===== src/hw/mipsCtrl_params.svh =====
`ifndef MIPSCTRL_PARAMS_SVH
`define MIPSCTRL_PARAMS_SVH

// instruction field widths
`define OP_WIDTH 6
`define FUNCT_WIDTH 6

// encoding widths
`define STATE_WIDTH 5
`define ALU_SEL_WIDTH 3

// memory wait cycles of at least 1 each
`define FETCH_WAIT 2 // extra cycles holding the instruction read
`define LOAD_WAIT 2 // extra cycles holding the data read
`define STORE_WAIT 1 // extra cycles holding the write

`endif

===== src/hw/mipsCtrlPkg.sv =====
`include "mipsCtrl_params.svh"

package mipsCtrlPkg;

	typedef logic [`OP_WIDTH-1:0] opFieldT; // raw opcode field
	typedef logic [`FUNCT_WIDTH-1:0] functFieldT; // raw funct field
	typedef logic [1:0] muxSelT; // 4-way datapath mux select
	typedef logic [3:0] waitCntT; // memory wait counter for up to 16 cycles

	typedef enum logic [`OP_WIDTH-1:0] {
		FUNCT_OP = 6'h00,
		J_OP = 6'h02,
		BEQ_OP = 6'h04,
		BNE_OP = 6'h05,
		LUI_OP = 6'h0f,
		LW_OP = 6'h23,
		SW_OP = 6'h2b
	} opCodeE;

	typedef enum logic [`FUNCT_WIDTH-1:0] {
		NOP_FUNCT = 6'h00,
		BREAK_FUNCT = 6'h0d,
		ADD_FUNCT = 6'h20,
		SUB_FUNCT = 6'h22,
		AND_FUNCT = 6'h24,
		XOR_FUNCT = 6'h26
	} functE;

	typedef enum logic [3:0] {
		CLS_ADD, CLS_SUB, CLS_AND, CLS_XOR, CLS_BEQ, CLS_BNE, CLS_LW,
		CLS_SW, CLS_LUI, CLS_J, CLS_NOP, CLS_BREAK, CLS_ILLEGAL
	} instrClassE;

	typedef enum logic [`STATE_WIDTH-1:0] {
		S_RESET, S_FETCH, S_FETCH_WAIT, S_DECODE, S_ALU_EXEC, S_R_WRITE,
		S_BRANCH, S_JUMP, S_LUI, S_MEM_ADDR, S_LOAD, S_LOAD_WAIT,
		S_WRITE_BACK, S_STORE, S_STORE_WAIT, S_NOP, S_BREAK
	} ctrlStateE;

	// codes as the ALU expects them
	typedef enum logic [`ALU_SEL_WIDTH-1:0] {
		ALU_NONE = 3'd0,
		ALU_ADD = 3'd1,
		ALU_SUB = 3'd2,
		ALU_AND = 3'd3,
		ALU_XOR = 3'd6
	} aluSelE;

	typedef struct packed {
		opFieldT op;
		functFieldT funct;
	} instrFieldsS;

	typedef struct packed {
		logic pcLoad;
		muxSelT pcSource; // 0 alu result, 1 aluOut, 2 jump target
	} pcCtrlS;

	typedef struct packed {
		logic memWrite;
		logic iOrD; // 0 instruction address, 1 data address
		logic mdrLoad;
		logic irWrite;
	} memCtrlS;

	typedef struct packed {
		aluSelE aluSel;
		logic aluSrcA; // 0 pc, 1 reg A
		muxSelT aluSrcB; // 0 reg B, 1 const 4, 2 imm, 3 imm << 2
		logic aluOutLoad;
	} aluCtrlS;

	typedef struct packed {
		logic regWrite;
		logic regDst; // 1 selects rd
		muxSelT memToReg; // 0 aluOut, 1 mdr, 2 upper immediate
		logic aLoad;
		logic bLoad;
	} regCtrlS;

	typedef struct packed {
		pcCtrlS pc;
		memCtrlS mem;
		aluCtrlS alu;
		regCtrlS regs;
		logic clearRegs; // clears the datapath registers
	} ctrlWordS;

endpackage


===== src/hw/ctrlSequencer.sv =====
`include "mipsCtrl_params.svh"

module ctrlSequencer import mipsCtrlPkg::*;
(
	input logic Clk,
	input logic rst,
	input instrClassE instrClass,
	output ctrlStateE state,
	output logic waitLast,
	output instrClassE lastClass
);

	ctrlStateE nextState;
	waitCntT waitCnt;
	logic inWait;

	assign inWait = (state == S_FETCH_WAIT) || (state == S_LOAD_WAIT) || (state == S_STORE_WAIT);
	assign waitLast = inWait && (waitCnt == '0);

	always_comb
	begin
		nextState = state;
		case (state)
			S_RESET: nextState = S_FETCH;
			S_FETCH: nextState = S_FETCH_WAIT;
			S_FETCH_WAIT:
			begin
				if (waitLast)
					nextState = S_DECODE;
			end
			S_DECODE:
			begin
				case (instrClass)
					CLS_ADD, CLS_SUB, CLS_AND, CLS_XOR: nextState = S_ALU_EXEC;
					CLS_BEQ, CLS_BNE: nextState = S_BRANCH;
					CLS_LW, CLS_SW: nextState = S_MEM_ADDR;
					CLS_J: nextState = S_JUMP;
					CLS_LUI: nextState = S_LUI;
					CLS_BREAK: nextState = S_BREAK;
					// illegal words burn one idle cycle like NOP
					default: nextState = S_NOP;
				endcase
			end
			S_ALU_EXEC: nextState = S_R_WRITE;
			S_MEM_ADDR: nextState = (lastClass == CLS_SW) ? S_STORE : S_LOAD;
			S_LOAD: nextState = S_LOAD_WAIT;
			S_LOAD_WAIT:
			begin
				if (waitLast)
					nextState = S_WRITE_BACK;
			end
			S_STORE: nextState = S_STORE_WAIT;
			S_STORE_WAIT:
			begin
				if (waitLast)
					nextState = S_FETCH;
			end
			S_R_WRITE, S_BRANCH, S_JUMP, S_LUI, S_NOP, S_WRITE_BACK: nextState = S_FETCH;
			S_BREAK: nextState = S_BREAK; // halted until rst
			default: nextState = S_RESET;
		endcase
	end

	always_ff @(posedge Clk)
	begin
		if (rst)
			state <= S_RESET;
		else
			state <= nextState;
	end

	// counter is loaded in the state just before each wait state
	always_ff @(posedge Clk)
	begin
		if (rst)
			waitCnt <= '0;
		else
		begin
			case (state)
				S_FETCH: waitCnt <= waitCntT'(`FETCH_WAIT - 1);
				S_LOAD: waitCnt <= waitCntT'(`LOAD_WAIT - 1);
				S_STORE: waitCnt <= waitCntT'(`STORE_WAIT - 1);
				default:
				begin
					if (waitCnt != '0)
						waitCnt <= waitCnt - 1'b1;
				end
			endcase
		end
	end

	always_ff @(posedge Clk)
	begin
		if (rst)
			lastClass <= CLS_NOP;
		else if (state == S_DECODE)
			lastClass <= instrClass; // kept for exec, memory and branch states
	end

	decodeLeaves: assert property (@(posedge Clk) disable iff (rst)
		state == S_DECODE |=> state != S_DECODE);

	breakHolds: assert property (@(posedge Clk)
		(state == S_BREAK) && !rst |=> state == S_BREAK);

endmodule


===== src/hw/ctrlWordGen.sv =====
module ctrlWordGen import mipsCtrlPkg::*;
(
	input ctrlStateE state,
	input logic waitLast,
	input instrClassE lastClass,
	input logic aluZero,
	output ctrlWordS ctrl
);

	logic branchTaken;

	assign branchTaken = (lastClass == CLS_BNE) ? ~aluZero : aluZero; // beq takes on zero

	always_comb
	begin
		ctrl = '0;
		case (state)
			S_RESET:
			begin
				ctrl.clearRegs = 1'b1;
			end
			S_FETCH:
			begin
				ctrl.mem.irWrite = 1'b1; // instruction read starts
				ctrl.mem.mdrLoad = 1'b1;
				ctrl.alu.aluSrcB = 2'd1; // pc + 4 operands
			end
			S_FETCH_WAIT:
			begin
				ctrl.mem.irWrite = 1'b1;
				ctrl.mem.mdrLoad = 1'b1;
				ctrl.alu.aluSrcB = 2'd1;
				if (waitLast)
				begin
					ctrl.pc.pcLoad = 1'b1; // pc + 4 on the last wait
					ctrl.alu.aluSel = ALU_ADD;
				end
			end
			S_DECODE:
			begin
				ctrl.regs.aLoad = 1'b1;
				ctrl.regs.bLoad = 1'b1;
				ctrl.alu.aluSel = ALU_ADD; // branch target into aluOut
				ctrl.alu.aluSrcB = 2'd3;
				ctrl.alu.aluOutLoad = 1'b1;
			end
			S_ALU_EXEC:
			begin
				case (lastClass)
					CLS_SUB: ctrl.alu.aluSel = ALU_SUB;
					CLS_AND: ctrl.alu.aluSel = ALU_AND;
					CLS_XOR: ctrl.alu.aluSel = ALU_XOR;
					default: ctrl.alu.aluSel = ALU_ADD;
				endcase
				ctrl.alu.aluSrcA = 1'b1; // A op B
				ctrl.alu.aluOutLoad = 1'b1;
			end
			S_R_WRITE:
			begin
				ctrl.regs.regWrite = 1'b1;
				ctrl.regs.regDst = 1'b1; // rd
			end
			S_BRANCH:
			begin
				ctrl.pc.pcLoad = branchTaken;
				ctrl.pc.pcSource = 2'd1; // target computed in decode
				ctrl.alu.aluSel = ALU_SUB; // compare A and B
				ctrl.alu.aluSrcA = 1'b1;
			end
			S_JUMP:
			begin
				ctrl.pc.pcLoad = 1'b1;
				ctrl.pc.pcSource = 2'd2;
			end
			S_LUI:
			begin
				ctrl.regs.regWrite = 1'b1; // into rt
				ctrl.regs.memToReg = 2'd2;
			end
			S_MEM_ADDR:
			begin
				ctrl.alu.aluSel = ALU_ADD; // A + offset
				ctrl.alu.aluSrcA = 1'b1;
				ctrl.alu.aluSrcB = 2'd2;
				ctrl.alu.aluOutLoad = 1'b1;
			end
			S_LOAD, S_LOAD_WAIT:
			begin
				ctrl.mem.iOrD = 1'b1;
				ctrl.mem.mdrLoad = 1'b1;
			end
			S_WRITE_BACK:
			begin
				ctrl.regs.regWrite = 1'b1;
				ctrl.regs.memToReg = 2'd1; // mdr
			end
			S_STORE, S_STORE_WAIT:
			begin
				ctrl.mem.memWrite = 1'b1;
				ctrl.mem.iOrD = 1'b1;
			end
			default:
			begin
				ctrl = '0; // nop, break
			end
		endcase
		// checked on the finished word
		noWriteDuringFetch: assert (!(ctrl.mem.memWrite && ctrl.mem.irWrite));
		pcLoadStates: assert (!ctrl.pc.pcLoad || (state == S_FETCH_WAIT) ||
			(state == S_BRANCH) || (state == S_JUMP));
	end

endmodule


===== src/hw/instrDecoder.sv =====
module instrDecoder import mipsCtrlPkg::*;
(
	input instrFieldsS instr,
	output instrClassE instrClass
);

	instrClassE functClass; // class of an R-type word

	always_comb
	begin
		case (instr.funct)
			ADD_FUNCT: functClass = CLS_ADD;
			SUB_FUNCT: functClass = CLS_SUB;
			AND_FUNCT: functClass = CLS_AND;
			XOR_FUNCT: functClass = CLS_XOR;
			BREAK_FUNCT: functClass = CLS_BREAK;
			NOP_FUNCT: functClass = CLS_NOP;
			default: functClass = CLS_ILLEGAL; // unknown funct
		endcase
	end

	always_comb
	begin
		case (instr.op)
			FUNCT_OP: instrClass = functClass;
			BEQ_OP: instrClass = CLS_BEQ;
			BNE_OP: instrClass = CLS_BNE;
			LW_OP: instrClass = CLS_LW;
			SW_OP: instrClass = CLS_SW;
			LUI_OP: instrClass = CLS_LUI;
			J_OP: instrClass = CLS_J;
			default: instrClass = CLS_ILLEGAL; // unknown opcode
		endcase
	end

endmodule


===== src/hw/mipsControl.sv =====
module mipsControl import mipsCtrlPkg::*;
(
	input logic Clk,
	input logic rst,
	input instrFieldsS instr, // held by the datapath from fetch to fetch
	input logic aluZero,
	output ctrlWordS ctrl,
	output ctrlStateE stateOut
);

	instrClassE instrClass;
	instrClassE lastClass;
	ctrlStateE state;
	logic waitLast;

	assign stateOut = state;

	instrDecoder decoder (
		.instr(instr),
		.instrClass(instrClass)
	);

	ctrlSequencer sequencer (
		.Clk(Clk),
		.rst(rst),
		.instrClass(instrClass),
		.state(state),
		.waitLast(waitLast),
		.lastClass(lastClass)
	);

	ctrlWordGen wordGen (
		.state(state),
		.waitLast(waitLast),
		.lastClass(lastClass),
		.aluZero(aluZero),
		.ctrl(ctrl)
	);

endmodule


===== config.mk =====
export PLATFORM = sky130hd
export DESIGN_NAME = mipsControl
export DESIGN_NICKNAME = d
export VERILOG_FILES = /design/src/hw/mipsCtrlPkg.sv /design/src/hw/ctrlSequencer.sv /design/src/hw/ctrlWordGen.sv /design/src/hw/instrDecoder.sv /design/src/hw/mipsControl.sv
export VERILOG_INCLUDE_DIRS = /design/src /design/src/hw
export SDC_FILE = /design/constraint.sdc
export NUM_CORES = 1
export LEC_CHECK = 0
export BUFFER_PORTS_ARGS = -buffer_cell sky130_fd_sc_hd__buf_2
export CAP_MARGIN = 20
export CORE_MARGIN = 8
export CORE_UTILIZATION = 41
export CTS_CLUSTER_DIAMETER = 50
export DETAILED_ROUTE_END_ITERATION = 16
export GPL_TIMING_DRIVEN = 1
export HOLD_SLACK_MARGIN = 0.1
export PLACE_DENSITY = 0.8
export SYNTH_ARGS = -nofsm -noshare
export SYNTH_HDL_FRONTEND = slang
export SYNTH_SLANG_ARGS = --single-unit

===== constraint.sdc =====
create_clock -name Clk -period 3 [get_ports Clk]
set_clock_uncertainty 0.2 [all_clocks]
set_input_delay 0.9 -clock Clk [delete_from_list [all_inputs] [get_ports Clk]]
set_output_delay 0.9 -clock Clk [all_outputs]
set_load 0.02 [all_outputs]

==> results.cfg <==
[outcome]
status = finished clean

[critical_path]
end_kind = output port
crit_chain = nor2_1 -> nand2_1 -> or4_1 -> o31ai_1 -> buf_2
critPathMaxFanout = 3
crit_start = sequencer.state[0]
r2r-start = sequencer.waitCnt[0]
arrival_ns = 1.77
critPathLaunchType = flip-flop
required_ns = 1.90
critPathBufInv = 1
cpLargestDelayFamily = simple AND/OR/NAND/NOR gates
crit_type = flip-flop to output port
slowest_stage = or4_1
slowest_delay_ns = 0.45

[drt]
wirelength_um = 3910
drc = 0
m1WireLength_um = 1740
routed-wl-met3_um = 283
top_layer_used = met4
wl_met2_um = 1830
viasPerCell = 5.71
drt-initial-drc-count = 159
wire_per_inst_um = 13.4
drt_first_pass_iters = 4
vias = 1666
ant_nets = 0

[cells_and_area]
final_cells = 292
fillCellCount = 316
mostFrequentLayoutCells = buf_2 (40), nor2_1 (26), a21oi_1 (19)
n_antenna_cell = 0
final_common_cell = buf_2
nets = 264
multi_input_area_mm2 = 0.00105
layout-drive-gt1-share_pct = 30.1
fin_area_mm2 = 0.00174
synthToLayoutAreaGrowth_pct = 25.2
regArea_um2 = 262

[floorplan]
die-area_mm2 = 0.00550
die_h_um = 74.2
num_rows = 21
die_w_um = 74.2
ios = 41
core_area_mm2 = 0.00328
initial_core_util_pct = 42.2

[hold_path]
min_path_type = flip-flop to flip-flop
holdCritStartpoint = sequencer.state[4]

[pwr]
ir_drop_uv = 204
power_density_mw_per_mm2 = 696
p_total_uw = 1210
p_leak_uw = 0.000730

[sta]
hold_violations = 0
finalCriticalPeriod_ns = 2.87
drv_slew = 0
tns_ns = 0
maxSlewHeadroom_pct = 50.6
rsz0062_at_grt = no
post-route-period-util_pct = 95.7
setup_viol = 0
worst_pin_slew_ns = 0.739
max_freq_ghz = 0.348

[run]
cap_violations = 0

[synthesis]
synth_nets = 218
synth-edff-count = 0
synthCells = 201
synthFlopType = dfxtp_1
yosysWarningCount = 0
avgSynthCellArea_um2 = 6.90
ys_ff_latch = 13
syn_area_mm2 = 0.00139
ys_types = 59
ys_seq_area_share_pct = 18.8
synthArstFlopShare_pct = 0

[placed_design]
dp.cells = 288
routabilityCongestion = 0.852
dpl.hpwl_um = 3070
place_area_mm2 = 0.00171
placement.io_buffers = 40

[global_routing]
grt-ovfl-total = 0
grt_antenna_before_repair = 0
grt_max_degree = 27
grt_pass1_wl_um = 6530
grt_pass1_vias = 1540
track_usage_pct = 14.4

[clocking]
post_cts.repair.setup_buffers = 0
cts_buffers = 3
cts_tree = built
root_buffer = clkbuf_4
htreeDepth = 1
path_clk_slew_ns = 0.07
numClockSinks = 13
clock_latency_ns = 0.28
ctsResizeCount = 0
cts_buffer_depth = 2
ctsHoldBuffers = 0
power by group:
part	switching, µW	internal [µW]	leakage (µW)
logic	506	325	0.000607
registers	52.8	218	0.000107
clock network	55.1	51.6	0.0000150
cell families after synthesis:
kind of cell    after synthesis  share of synthesized area [%]
compound gates               57                           28.4
xor+xnor                      6                           3.79
simple gates                103                           41.5
fa+ha+maj                     2                           1.80
flops                        13                           18.8
buf+inv                      20                           5.77
cell type report:
cell class / instances / area share [%]
clock buffer: 4 / 1.51
tap: 46 / 3.31
multi-input combinational: 168 / 60.6
sequential: 13 / 15.0
inverter: 5 / 1.08
timing repair buffer: 56 / 18.4
flip-flops by register name, indices dropped and copies added, names as in the netlist:
name and count:
sequencer.lastClass 4, sequencer.waitCnt 4, sequencer.state 5
metrics by stage:
stage | util [%] | setup WS [ns] | hold WS, ns
2_1_floorplan | - | 0.0241 | 0.289
3_3_place_gp | 52.1 | -0.0410 | 0.307
3_5_place_dp | 52.1 | -0.0880 | 0.315
4_1_cts | 52.9 | 0.0480 | 0.323
5_1_grt | 52.9 | 0.0364 | 0.365
6_report | 52.9 | 0.130 | 0.321
routing by layer:
layer,global-route usage [%],vias up
li1,-,839
met1,16.8,760
met2,23.6,62
met3,2.70,5
met4,9.09,0
met5,0,-
worst register-to-register path, stage by stage (launching register included):
cell and delay (ns):
dfxtp_1 0.34, inv_1 0.06, ha_1 0.19, nor3b_1 0.64, nor2_1 0.11, a21oi_1 0.15
o32a_1 0.16, a21oi_1 0.06
cells in the mapped netlist, drive strengths merged, types with 3 or more instances:
cell	n	area (µm²)
a21oi	19	95.1
buf	4	20.0
clkbuf	11	41.3
dfxtp	13	260
inv	4	15.0
nand2	12	45.0
nand2b	5	31.3
nand3	4	20.0
nand3b	4	30.0
nor2	26	97.6
nor2b	6	37.5
nor3	13	65.1
nor3b	4	30.0
nor4	3	18.8
o21ai	10	53.8
o31ai	4	35.0
or2	3	18.8
or3	9	62.6
xnor2	6	52.6
path summary, 6_finish.rpt:
path / cells after the start / end / slack (ns)
min: 2 / sequencer.state[4] / 0.32
max: 5 / ctrl[12] / 0.13
max reg2reg: 7 / sequencer.state[0] / 0.97
min reg2reg: 2 / sequencer.state[4] / 0.32
Note: power is estimated with default switching activity, not from simulation.
